$ cat src/rtl/joint_loop_macros.svh
`ifndef JOINT_LOOP_MACROS_SVH
`define JOINT_LOOP_MACROS_SVH

//////////////////////////////////////////////////
// length buffer geometry
//////////////////////////////////////////////////

// address width of the sample memory
`define WAVE_AW 6

// number of sample slots
`define WAVE_DEPTH (1 << `WAVE_AW)

//////////////////////////////////////////////////
// host register reset values
//////////////////////////////////////////////////

// tick every 4 cycles
`define DEF_HALF_CNT 16'd4

// unity gain
`define DEF_GAIN 16'd1

// accumulator level that fires a spike
`define DEF_THRESHOLD 32'd1000

// updates per spike count report
`define DEF_WINDOW 16'd8

`endif

$ cat src/rtl/joint_loop_pkg.sv
package joint_loop_pkg;

    //////////////////////////////////////////////////
    // host register addresses
    //////////////////////////////////////////////////

    // one address per trigger-loaded register
    typedef enum logic [3:0]
    {
        // tick period in cycles
        PA_HALF_CNT     = 4'd0,
        // neuron input gain
        PA_GAIN         = 4'd1,
        // spike threshold, {hi, lo}
        PA_THRESHOLD    = 4'd2,
        // fixed length used while override is on
        PA_LEN_OVERRIDE = 4'd3,
        // override enable, bit 0 of lo
        PA_OVERRIDE_EN  = 4'd4,
        // updates per count window
        PA_WINDOW       = 4'd5
    } param_addr_e;

    //////////////////////////////////////////////////
    // datapath types
    //////////////////////////////////////////////////

    // muscle length sample, unsigned
    typedef logic [15:0] sample_t;
    typedef logic [15:0] gain_t;
    // length times gain
    typedef logic [31:0] drive_t;
    typedef logic [15:0] count_t;

endpackage

$ cat src/rtl/host_control.sv
`timescale 1ns/1ps

`include "joint_loop_macros.svh"

module host_control
(
    input  logic                      ep50trig,
    input  logic                      reset_global,
    input  logic                      i_trig_valid,
    input  joint_loop_pkg::param_addr_e i_trig_addr,
    input  logic [15:0]               i_wire_lo,
    input  logic [15:0]               i_wire_hi,
    output logic                      o_tick,
    output joint_loop_pkg::gain_t     o_gain,
    output logic [31:0]               o_threshold,
    output joint_loop_pkg::count_t    o_window,
    output logic                      o_override_en,
    output joint_loop_pkg::sample_t   o_override_len
);

    // tick period, only seen by the divider
    logic [15:0] half_cnt;
    logic [15:0] tick_cnt;
    // zero period behaves like one
    logic [15:0] period;
    logic        half_cnt_wr;

    //////////////////////////////////////////////////
    // trigger-loaded registers
    //////////////////////////////////////////////////

    // address decode on the strobe
    always_ff @(posedge ep50trig)
    begin
        if (reset_global)
        begin
            half_cnt       <= `DEF_HALF_CNT;
            o_gain         <= `DEF_GAIN;
            o_threshold    <= `DEF_THRESHOLD;
            o_window       <= `DEF_WINDOW;
            o_override_en  <= 1'b0;
            o_override_len <= '0;
        end
        else if (i_trig_valid)
        begin
            case (i_trig_addr)
                joint_loop_pkg::PA_HALF_CNT:     half_cnt       <= i_wire_lo;
                joint_loop_pkg::PA_GAIN:         o_gain         <= i_wire_lo;
                joint_loop_pkg::PA_THRESHOLD:    o_threshold    <= {i_wire_hi, i_wire_lo};
                joint_loop_pkg::PA_LEN_OVERRIDE: o_override_len <= i_wire_lo;
                joint_loop_pkg::PA_OVERRIDE_EN:  o_override_en  <= i_wire_lo[0];
                joint_loop_pkg::PA_WINDOW:       o_window       <= i_wire_lo;
                // unknown address, nothing changes
                default:
                begin
                end
            endcase
        end
    end

    //////////////////////////////////////////////////
    // simulation tick divider
    //////////////////////////////////////////////////

    assign half_cnt_wr = i_trig_valid && (i_trig_addr == joint_loop_pkg::PA_HALF_CNT);
    assign period      = (half_cnt == 16'd0) ? 16'd1 : half_cnt;

    // one-cycle tick every period cycles
    always_ff @(posedge ep50trig)
    begin
        if (reset_global)
        begin
            tick_cnt <= '0;
            o_tick   <= 1'b0;
        end
        else if (half_cnt_wr)
        begin
            // new period, count again from zero
            tick_cnt <= '0;
            o_tick   <= 1'b0;
        end
        else if (tick_cnt >= period - 16'd1)
        begin
            tick_cnt <= '0;
            o_tick   <= 1'b1;
        end
        else
        begin
            tick_cnt <= tick_cnt + 16'd1;
            o_tick   <= 1'b0;
        end
    end

endmodule

$ cat src/rtl/length_buffer.sv
`timescale 1ns/1ps

`include "joint_loop_macros.svh"

module length_buffer
(
    input  logic                    ep50trig,
    input  logic                    reset_global,
    input  logic                    i_sim_reset,
    input  logic                    i_pipe_write,
    input  joint_loop_pkg::sample_t i_pipe_data,
    input  logic                    i_tick,
    input  logic                    i_override_en,
    input  joint_loop_pkg::sample_t i_override_len,
    output joint_loop_pkg::sample_t o_len,
    output logic                    o_len_valid
);

    // sample memory, no reset
    joint_loop_pkg::sample_t mem [`WAVE_DEPTH];

    logic [`WAVE_AW-1:0] wr_ptr;
    logic [`WAVE_AW-1:0] rd_ptr;
    // occupancy, one bit wider than the pointers
    logic [`WAVE_AW:0]   fill;
    logic                clear;
    logic                full;
    logic                empty;
    logic                push;
    logic                pop;
    // last sample taken out of the memory
    joint_loop_pkg::sample_t last_pop;

    // sim reset clears pointers but not the host registers
    assign clear = reset_global || i_sim_reset;

    assign full  = (fill == `WAVE_DEPTH);
    assign empty = (fill == '0);
    // write into a full buffer is lost
    assign push  = i_pipe_write && !full;
    // tick on an empty buffer keeps last_pop
    assign pop   = i_tick && !empty;

    //////////////////////////////////////////////////
    // memory write port
    //////////////////////////////////////////////////

    always_ff @(posedge ep50trig)
    begin
        if (push)
        begin
            mem[wr_ptr] <= i_pipe_data;
        end
    end

    //////////////////////////////////////////////////
    // pointers and occupancy
    //////////////////////////////////////////////////

    always_ff @(posedge ep50trig)
    begin
        if (clear)
        begin
            wr_ptr <= '0;
            rd_ptr <= '0;
            fill   <= '0;
        end
        else
        begin
            // pointers wrap on their own width
            if (push)
                wr_ptr <= wr_ptr + 1'b1;
            if (pop)
                rd_ptr <= rd_ptr + 1'b1;
            if (push && !pop)
                fill <= fill + 1'b1;
            else if (pop && !push)
                fill <= fill - 1'b1;
        end
    end

    //////////////////////////////////////////////////
    // pop on tick
    //////////////////////////////////////////////////

    // oldest sample, held until the next pop
    always_ff @(posedge ep50trig)
    begin
        if (clear)
        begin
            last_pop    <= '0;
            o_len_valid <= 1'b0;
        end
        else
        begin
            if (pop)
                last_pop <= mem[rd_ptr];
            // valid follows every tick, even when empty
            o_len_valid <= i_tick;
        end
    end

    // override replaces the buffered length, pops go on
    assign o_len = i_override_en ? i_override_len : last_pop;

endmodule

$ cat src/rtl/motor_pool.sv
`timescale 1ns/1ps

module motor_pool
(
    input  logic                    ep50trig,
    input  logic                    reset_global,
    input  logic                    i_sim_reset,
    input  joint_loop_pkg::sample_t i_len,
    input  logic                    i_len_valid,
    input  joint_loop_pkg::gain_t   i_gain,
    input  logic [31:0]             i_threshold,
    input  joint_loop_pkg::count_t  i_window,
    output logic                    o_spike,
    output joint_loop_pkg::count_t  o_spike_count,
    output logic                    o_count_valid
);

    logic                   clear;
    // input drive for this update
    joint_loop_pkg::drive_t drive;
    // membrane accumulator, keeps the remainder after a spike
    logic [32:0]            acc;
    // one extra bit so the compare sees the carry
    logic [33:0]            sum;
    logic [33:0]            sum_left;
    logic                   fire;
    // updates and spikes seen in the open window
    joint_loop_pkg::count_t upd_cnt;
    joint_loop_pkg::count_t spk_cnt;
    joint_loop_pkg::count_t spk_next;
    // window of zero acts as one
    joint_loop_pkg::count_t win_len;
    logic                   win_done;

    assign clear = reset_global || i_sim_reset;

    //////////////////////////////////////////////////
    // integrate and fire
    //////////////////////////////////////////////////

    // 16x16 product fits the 32-bit drive
    assign drive    = i_len * i_gain;
    assign sum      = {1'b0, acc} + {2'b00, drive};
    assign fire     = (sum >= {2'b00, i_threshold});
    assign sum_left = sum - {2'b00, i_threshold};

    always_ff @(posedge ep50trig)
    begin
        if (clear)
        begin
            acc     <= '0;
            o_spike <= 1'b0;
        end
        else if (i_len_valid)
        begin
            // at most one spike per update
            if (fire)
                acc <= sum_left[32:0];
            else
                acc <= sum[32:0];
            o_spike <= fire;
        end
        else
        begin
            o_spike <= 1'b0;
        end
    end

    //////////////////////////////////////////////////
    // windowed spike counter
    //////////////////////////////////////////////////

    assign win_len  = (i_window == '0) ? 16'd1 : i_window;
    // last update of the window, compare avoids overflow on +1
    assign win_done = (upd_cnt >= win_len - 16'd1);
    // count includes the spike of this update
    assign spk_next = spk_cnt + {15'd0, fire};

    always_ff @(posedge ep50trig)
    begin
        if (clear)
        begin
            upd_cnt       <= '0;
            spk_cnt       <= '0;
            o_spike_count <= '0;
            o_count_valid <= 1'b0;
        end
        else if (i_len_valid)
        begin
            if (win_done)
            begin
                // report and open a new window
                o_spike_count <= spk_next;
                o_count_valid <= 1'b1;
                upd_cnt       <= '0;
                spk_cnt       <= '0;
            end
            else
            begin
                o_count_valid <= 1'b0;
                upd_cnt       <= upd_cnt + 16'd1;
                spk_cnt       <= spk_next;
            end
        end
        else
        begin
            // o_spike_count holds the last report
            o_count_valid <= 1'b0;
        end
    end

endmodule

$ cat src/rtl/joint_loop_top.sv
`timescale 1ns/1ps

module joint_loop_top
(
    input  logic                        ep50trig,
    input  logic                        reset_global,
    input  logic                        i_sim_reset,
    input  logic                        i_trig_valid,
    input  joint_loop_pkg::param_addr_e i_trig_addr,
    input  logic [15:0]                 i_wire_lo,
    input  logic [15:0]                 i_wire_hi,
    input  logic                        i_pipe_write,
    input  joint_loop_pkg::sample_t     i_pipe_data,
    output joint_loop_pkg::sample_t     o_len,
    output logic                        o_len_valid,
    output logic                        o_spike,
    output joint_loop_pkg::count_t      o_spike_count,
    output logic                        o_count_valid
);

    // host registers out to the datapath
    logic                    tick;
    joint_loop_pkg::gain_t   gain;
    logic [31:0]             threshold;
    joint_loop_pkg::count_t  window;
    logic                    override_en;
    joint_loop_pkg::sample_t override_len;

    //////////////////////////////////////////////////
    // parameters and tick
    //////////////////////////////////////////////////

    host_control host_control_i
    (
        .ep50trig       (ep50trig),
        .reset_global   (reset_global),
        .i_trig_valid   (i_trig_valid),
        .i_trig_addr    (i_trig_addr),
        .i_wire_lo      (i_wire_lo),
        .i_wire_hi      (i_wire_hi),
        .o_tick         (tick),
        .o_gain         (gain),
        .o_threshold    (threshold),
        .o_window       (window),
        .o_override_en  (override_en),
        .o_override_len (override_len)
    );

    // pipe samples in, one length per tick out
    length_buffer length_buffer_i
    (
        .ep50trig       (ep50trig),
        .reset_global   (reset_global),
        .i_sim_reset    (i_sim_reset),
        .i_pipe_write   (i_pipe_write),
        .i_pipe_data    (i_pipe_data),
        .i_tick         (tick),
        .i_override_en  (override_en),
        .i_override_len (override_len),
        .o_len          (o_len),
        .o_len_valid    (o_len_valid)
    );

    // length to spikes and window counts
    motor_pool motor_pool_i
    (
        .ep50trig      (ep50trig),
        .reset_global  (reset_global),
        .i_sim_reset   (i_sim_reset),
        .i_len         (o_len),
        .i_len_valid   (o_len_valid),
        .i_gain        (gain),
        .i_threshold   (threshold),
        .i_window      (window),
        .o_spike       (o_spike),
        .o_spike_count (o_spike_count),
        .o_count_valid (o_count_valid)
    );

endmodule

$ cat config.mk
export PLATFORM = sky130hd
export DESIGN_NAME = joint_loop_top
export DESIGN_NICKNAME = d
export VERILOG_FILES = /design/src/rtl/joint_loop_pkg.sv /design/src/rtl/host_control.sv /design/src/rtl/length_buffer.sv /design/src/rtl/motor_pool.sv /design/src/rtl/joint_loop_top.sv
export VERILOG_INCLUDE_DIRS = /design/src /design/src/rtl
export SDC_FILE = /design/constraint.sdc
export NUM_CORES = 2
export LEC_CHECK = 0
export BUFFER_PORTS_ARGS = -buffer_cell sky130_fd_sc_hd__buf_2
export CAP_MARGIN = 5
export CORE_ASPECT_RATIO = 1.1
export CORE_MARGIN = 1.5
export CORE_UTILIZATION = 40
export DETAILED_ROUTE_END_ITERATION = 6
export HOLD_SLACK_MARGIN = 0.12
export PLACE_DENSITY = 0.61
export SLEW_MARGIN = 20
export SYNTH_ARGS = -nofsm -noshare
export SYNTH_HDL_FRONTEND = slang
export SYNTH_HIERARCHICAL = 1
export SYNTH_SLANG_ARGS = --single-unit
$ cat constraint.sdc
create_clock -name ep50trig -period 9.9 [get_ports ep50trig]
set_input_delay 0.495 -clock ep50trig [delete_from_list [all_inputs] [get_ports ep50trig]]
set_output_delay 0.495 -clock ep50trig [all_outputs]
set_load 0.005 [all_outputs]
==> results_dict.tcl <==
set metrics [dict create \
    hp-start "i_wire_lo[8]" \
    crit_slowest_cell "fa_1" \
    fin_crit_sh 0.960 \
    period_needed_ns 9.50 \
    track_usage 0.197 \
    fp.dieArea_um2 155000 \
    reg2reg_to "motor_pool_i/spk_cnt[15]$_SDFFE_PP0P_" \
    yosys.area.top_type "edfxtp_1" \
    synth.distinct_cells 84 \
    finalNonFillerCells 6696 \
    grt_max_degree 111 \
    pin_count 92 \
    initial_core_util 0.402 \
    finalHoldViolations 0 \
    num-nets-final 5089 \
    synth_cells 4424 \
    setup_ws_ns 0.397 \
    ff2ff_setup_slack_ns 0.40 \
    portBuffers 91 \
    start_kind "register" \
    overflow 0 \
    rows 150 \
    final_util 0.453 \
    multi_input_area_um2 23300 \
    grt_pass1_vias 36500 \
    hold_class "primary input to register" \
    synth_top_area_frac 0.504 \
    synth_ff_type "edfxtp_1" \
    synth_warnings 6 \
    maxSlewHeadroom 0.188 \
    arrival_ns 10.17 \
    place_congestion 0.927 \
    cts_max_path_buffers 3 \
    htreeDepth 4 \
    drive_gt1_frac 0.148 \
    skew_ns 0.0344 \
    regToRegStartpoint "host_control_i/o_override_en$_SDFFE_PP0P_" \
    path_clk_slew_ns 0.06 \
    drv_cap 0 \
    outcome "completed" \
    root_buffer "clkbuf_16" \
    fmax_mhz 105 \
    crit_top_cell "fa_1" \
    finalWirelength_mm 153 \
    syn_to_final_growth_pct 12.6 \
    drc 0 \
    register_area_um2 35400 \
    reg2reg_depth 40 \
    critPathMaxFanout 15 \
    synth_edf_count 1024 \
    worstPathRequired_ns 10.57 \
    n_fill_cell 13400 \
    hold-path-endpoint "host_control_i/half_cnt[8]$_SDFFE_PP0P_" \
    cts_tree "built" \
    worst_pin_slew_ns 1.21 \
    dp.cells 6433 \
    cts_num_sinks 1257 \
    antenna_left 0 \
    antenna_found_initial 1 \
    yosysSeqAreaShare 0.580 \
    drv_slew 0 \
    via_per_inst 5.44 \
    syn_nets 4895 \
    ir_drop_uv 136 \
    critPathCaptureType "register" \
    die-height_um 413 \
    timing.hold.ws_ns 0.180 \
    ys_top_cells_by_count "1024 x edfxtp_1, 422 x nand2_1, 379 x inv_1" \
    critical_path_class "register to register" \
    place_ws_ns 0.105 \
    num_vias 36400 \
    dr.pass1.iters 7 \
    drt_iter0_drc 2791 \
    post_drt_wl_per_cell_um 22.9 \
    cp_top_family "adder cells" \
    async_reset_ff_frac 0 \
    insertion_delay_ns 0.75 \
    syn_area_um2 61100 \
    hold_path_depth 3 \
    worst-path-buf-inv 7 \
    slowest_delay_ns 0.51 \
    avgSynthCellArea_um2 13.8 \
    synthTopCellsByArea "edfxtp_1 50%, dfxtp_1 7.6%, fa_1 7.5%, mux4_2 6.6%, ha_1 3.8%" \
    die_w_um 376 \
    core_area_um2 152000 \
    yosysMostFrequentCell "edfxtp_1" \
    p_leak_nw 24.5 \
    setup_viol 0 \
    grt_pass1_wl_mm 230 \
    place_hpwl_mm 98.1 \
    cts_buffers 133 \
    power_density_nw_per_um2 160 \
    ys_seq_elements 1257 \
]
## final cells by class
type	count	share of cell area
flip-flops and latches	1257	0.516
multi-input cells	2577	0.340
clock buffers	180	0.0528
well taps	1976	0.0360
repair buffers	269	0.0277
inverters	380	0.0208
clock inverters	54	0.00757
diodes	3	0.000109
## routing by layer
metal	vias to the layer above	GRT usage	wire (µm)
met5	-	0	13
met4	2	0.0602	3810
met3	232	0.0312	9760
met2	1160	0.327	74000
met1	18500	0.266	65900
li1	16500	-	-
## report_power, final
group          internal [mW]  switching (mW)  total (mW)  leakage, nW
Sequential              5.73          0.0210        5.75         11.1
Clock                   2.70            2.08        4.77         2.02
Combinational          0.168           0.316       0.484         11.4
Total                   8.59            2.41        11.0         24.5
## how the worst max path moves through the flow
stage	startpoint	to	slack [ns]	cells past startpoint
after floorplan	host_control_i/o_override_en$_SDFFE_PP0P_	motor_pool_i/o_spike_count[11]$_SDFFE_PP0P_	0.08	40
after global placement	host_control_i/o_override_en$_SDFFE_PP0P_	motor_pool_i/spk_cnt[14]$_SDFFE_PP0P_	0.29	38
after detailed placement	host_control_i/o_override_en$_SDFFE_PP0P_	motor_pool_i/o_spike_count[14]$_SDFFE_PP0P_	0.11	38
after CTS	host_control_i/o_override_en$_SDFFE_PP0P_	motor_pool_i/spk_cnt[14]$_SDFFE_PP0P_	0.08	38
after global routing	host_control_i/o_override_en$_SDFFE_PP0P_	motor_pool_i/spk_cnt[14]$_SDFFE_PP0P_	-0.05	40
final	host_control_i/o_override_en$_SDFFE_PP0P_	motor_pool_i/spk_cnt[15]$_SDFFE_PP0P_	0.40	40
## state kept, by name, summed over array words and instances (netlist names)
signal / count
length_buffer_i/mem: 1024
motor_pool_i/acc: 33
host_control_i/o_threshold: 32
host_control_i/half_cnt: 16
host_control_i/o_gain: 16
host_control_i/o_override_len: 16
host_control_i/o_window: 16
host_control_i/tick_cnt: 16
length_buffer_i/last_pop: 16
motor_pool_i/o_spike_count: 16
motor_pool_i/spk_cnt: 16
motor_pool_i/upd_cnt: 16
length_buffer_i/fill: 7
length_buffer_i/rd_ptr: 6
length_buffer_i/wr_ptr: 6
host_control_i/o_override_en: 1
host_control_i/o_tick: 1
length_buffer_i/o_len_valid: 1
motor_pool_i/o_count_valid: 1
motor_pool_i/o_spike: 1
## what timing repair did
action / CTS / global route
hold endpoints to repair: 16 / 0
gates resized for setup: 0 / 31
setup buffers: 0 / 9
setup endpoints to repair: 0 / 16
hold buffers: 16 / 0
## logic make-up after synthesis
group / share of synthesized area
xor gates and xnor gates: 0.0202
and+or+nand+nor: 0.0773
DFF: 0.580
muxes: 0.108
AOI/OAI and AO/OA: 0.0616
adders and majority gates: 0.113
buffers and inverters: 0.0404
## tightest hold or removal path: stages
cell	delay (ns)
buf_2	0.21
nand2_1	0.10
a21oi_1	0.05
## through the flow
stage               TNS (ns)  power, mW  area (µm²)
floorplan                  0       6.14       61100
global placement           0       6.33       64200
detailed placement         0       6.34       64200
CTS                        0       11.1       68500
global route          -0.125       11.3       68700
finish                     0       11.0       68700
## cell usage in the layout, fill, tap and decap left out, drive strengths merged, types with 58 or more instances in the layout
cell    synthesis  routed
edfxtp       1024    1024
nand2         422     422
inv           380     385
buf            88     252
dfxtp         233     233
fa            229     229
nor2          224     224
mux2i         223     223
a21oi         189     189
ha            185     185
clkbuf        122     181
mux4          178     178
and2          120     120
o21ai          96      96
xor2           75      75
xnor2          66      66
nand3          61      61
o22ai          58      58
Power figures use the tool's default switching activity.
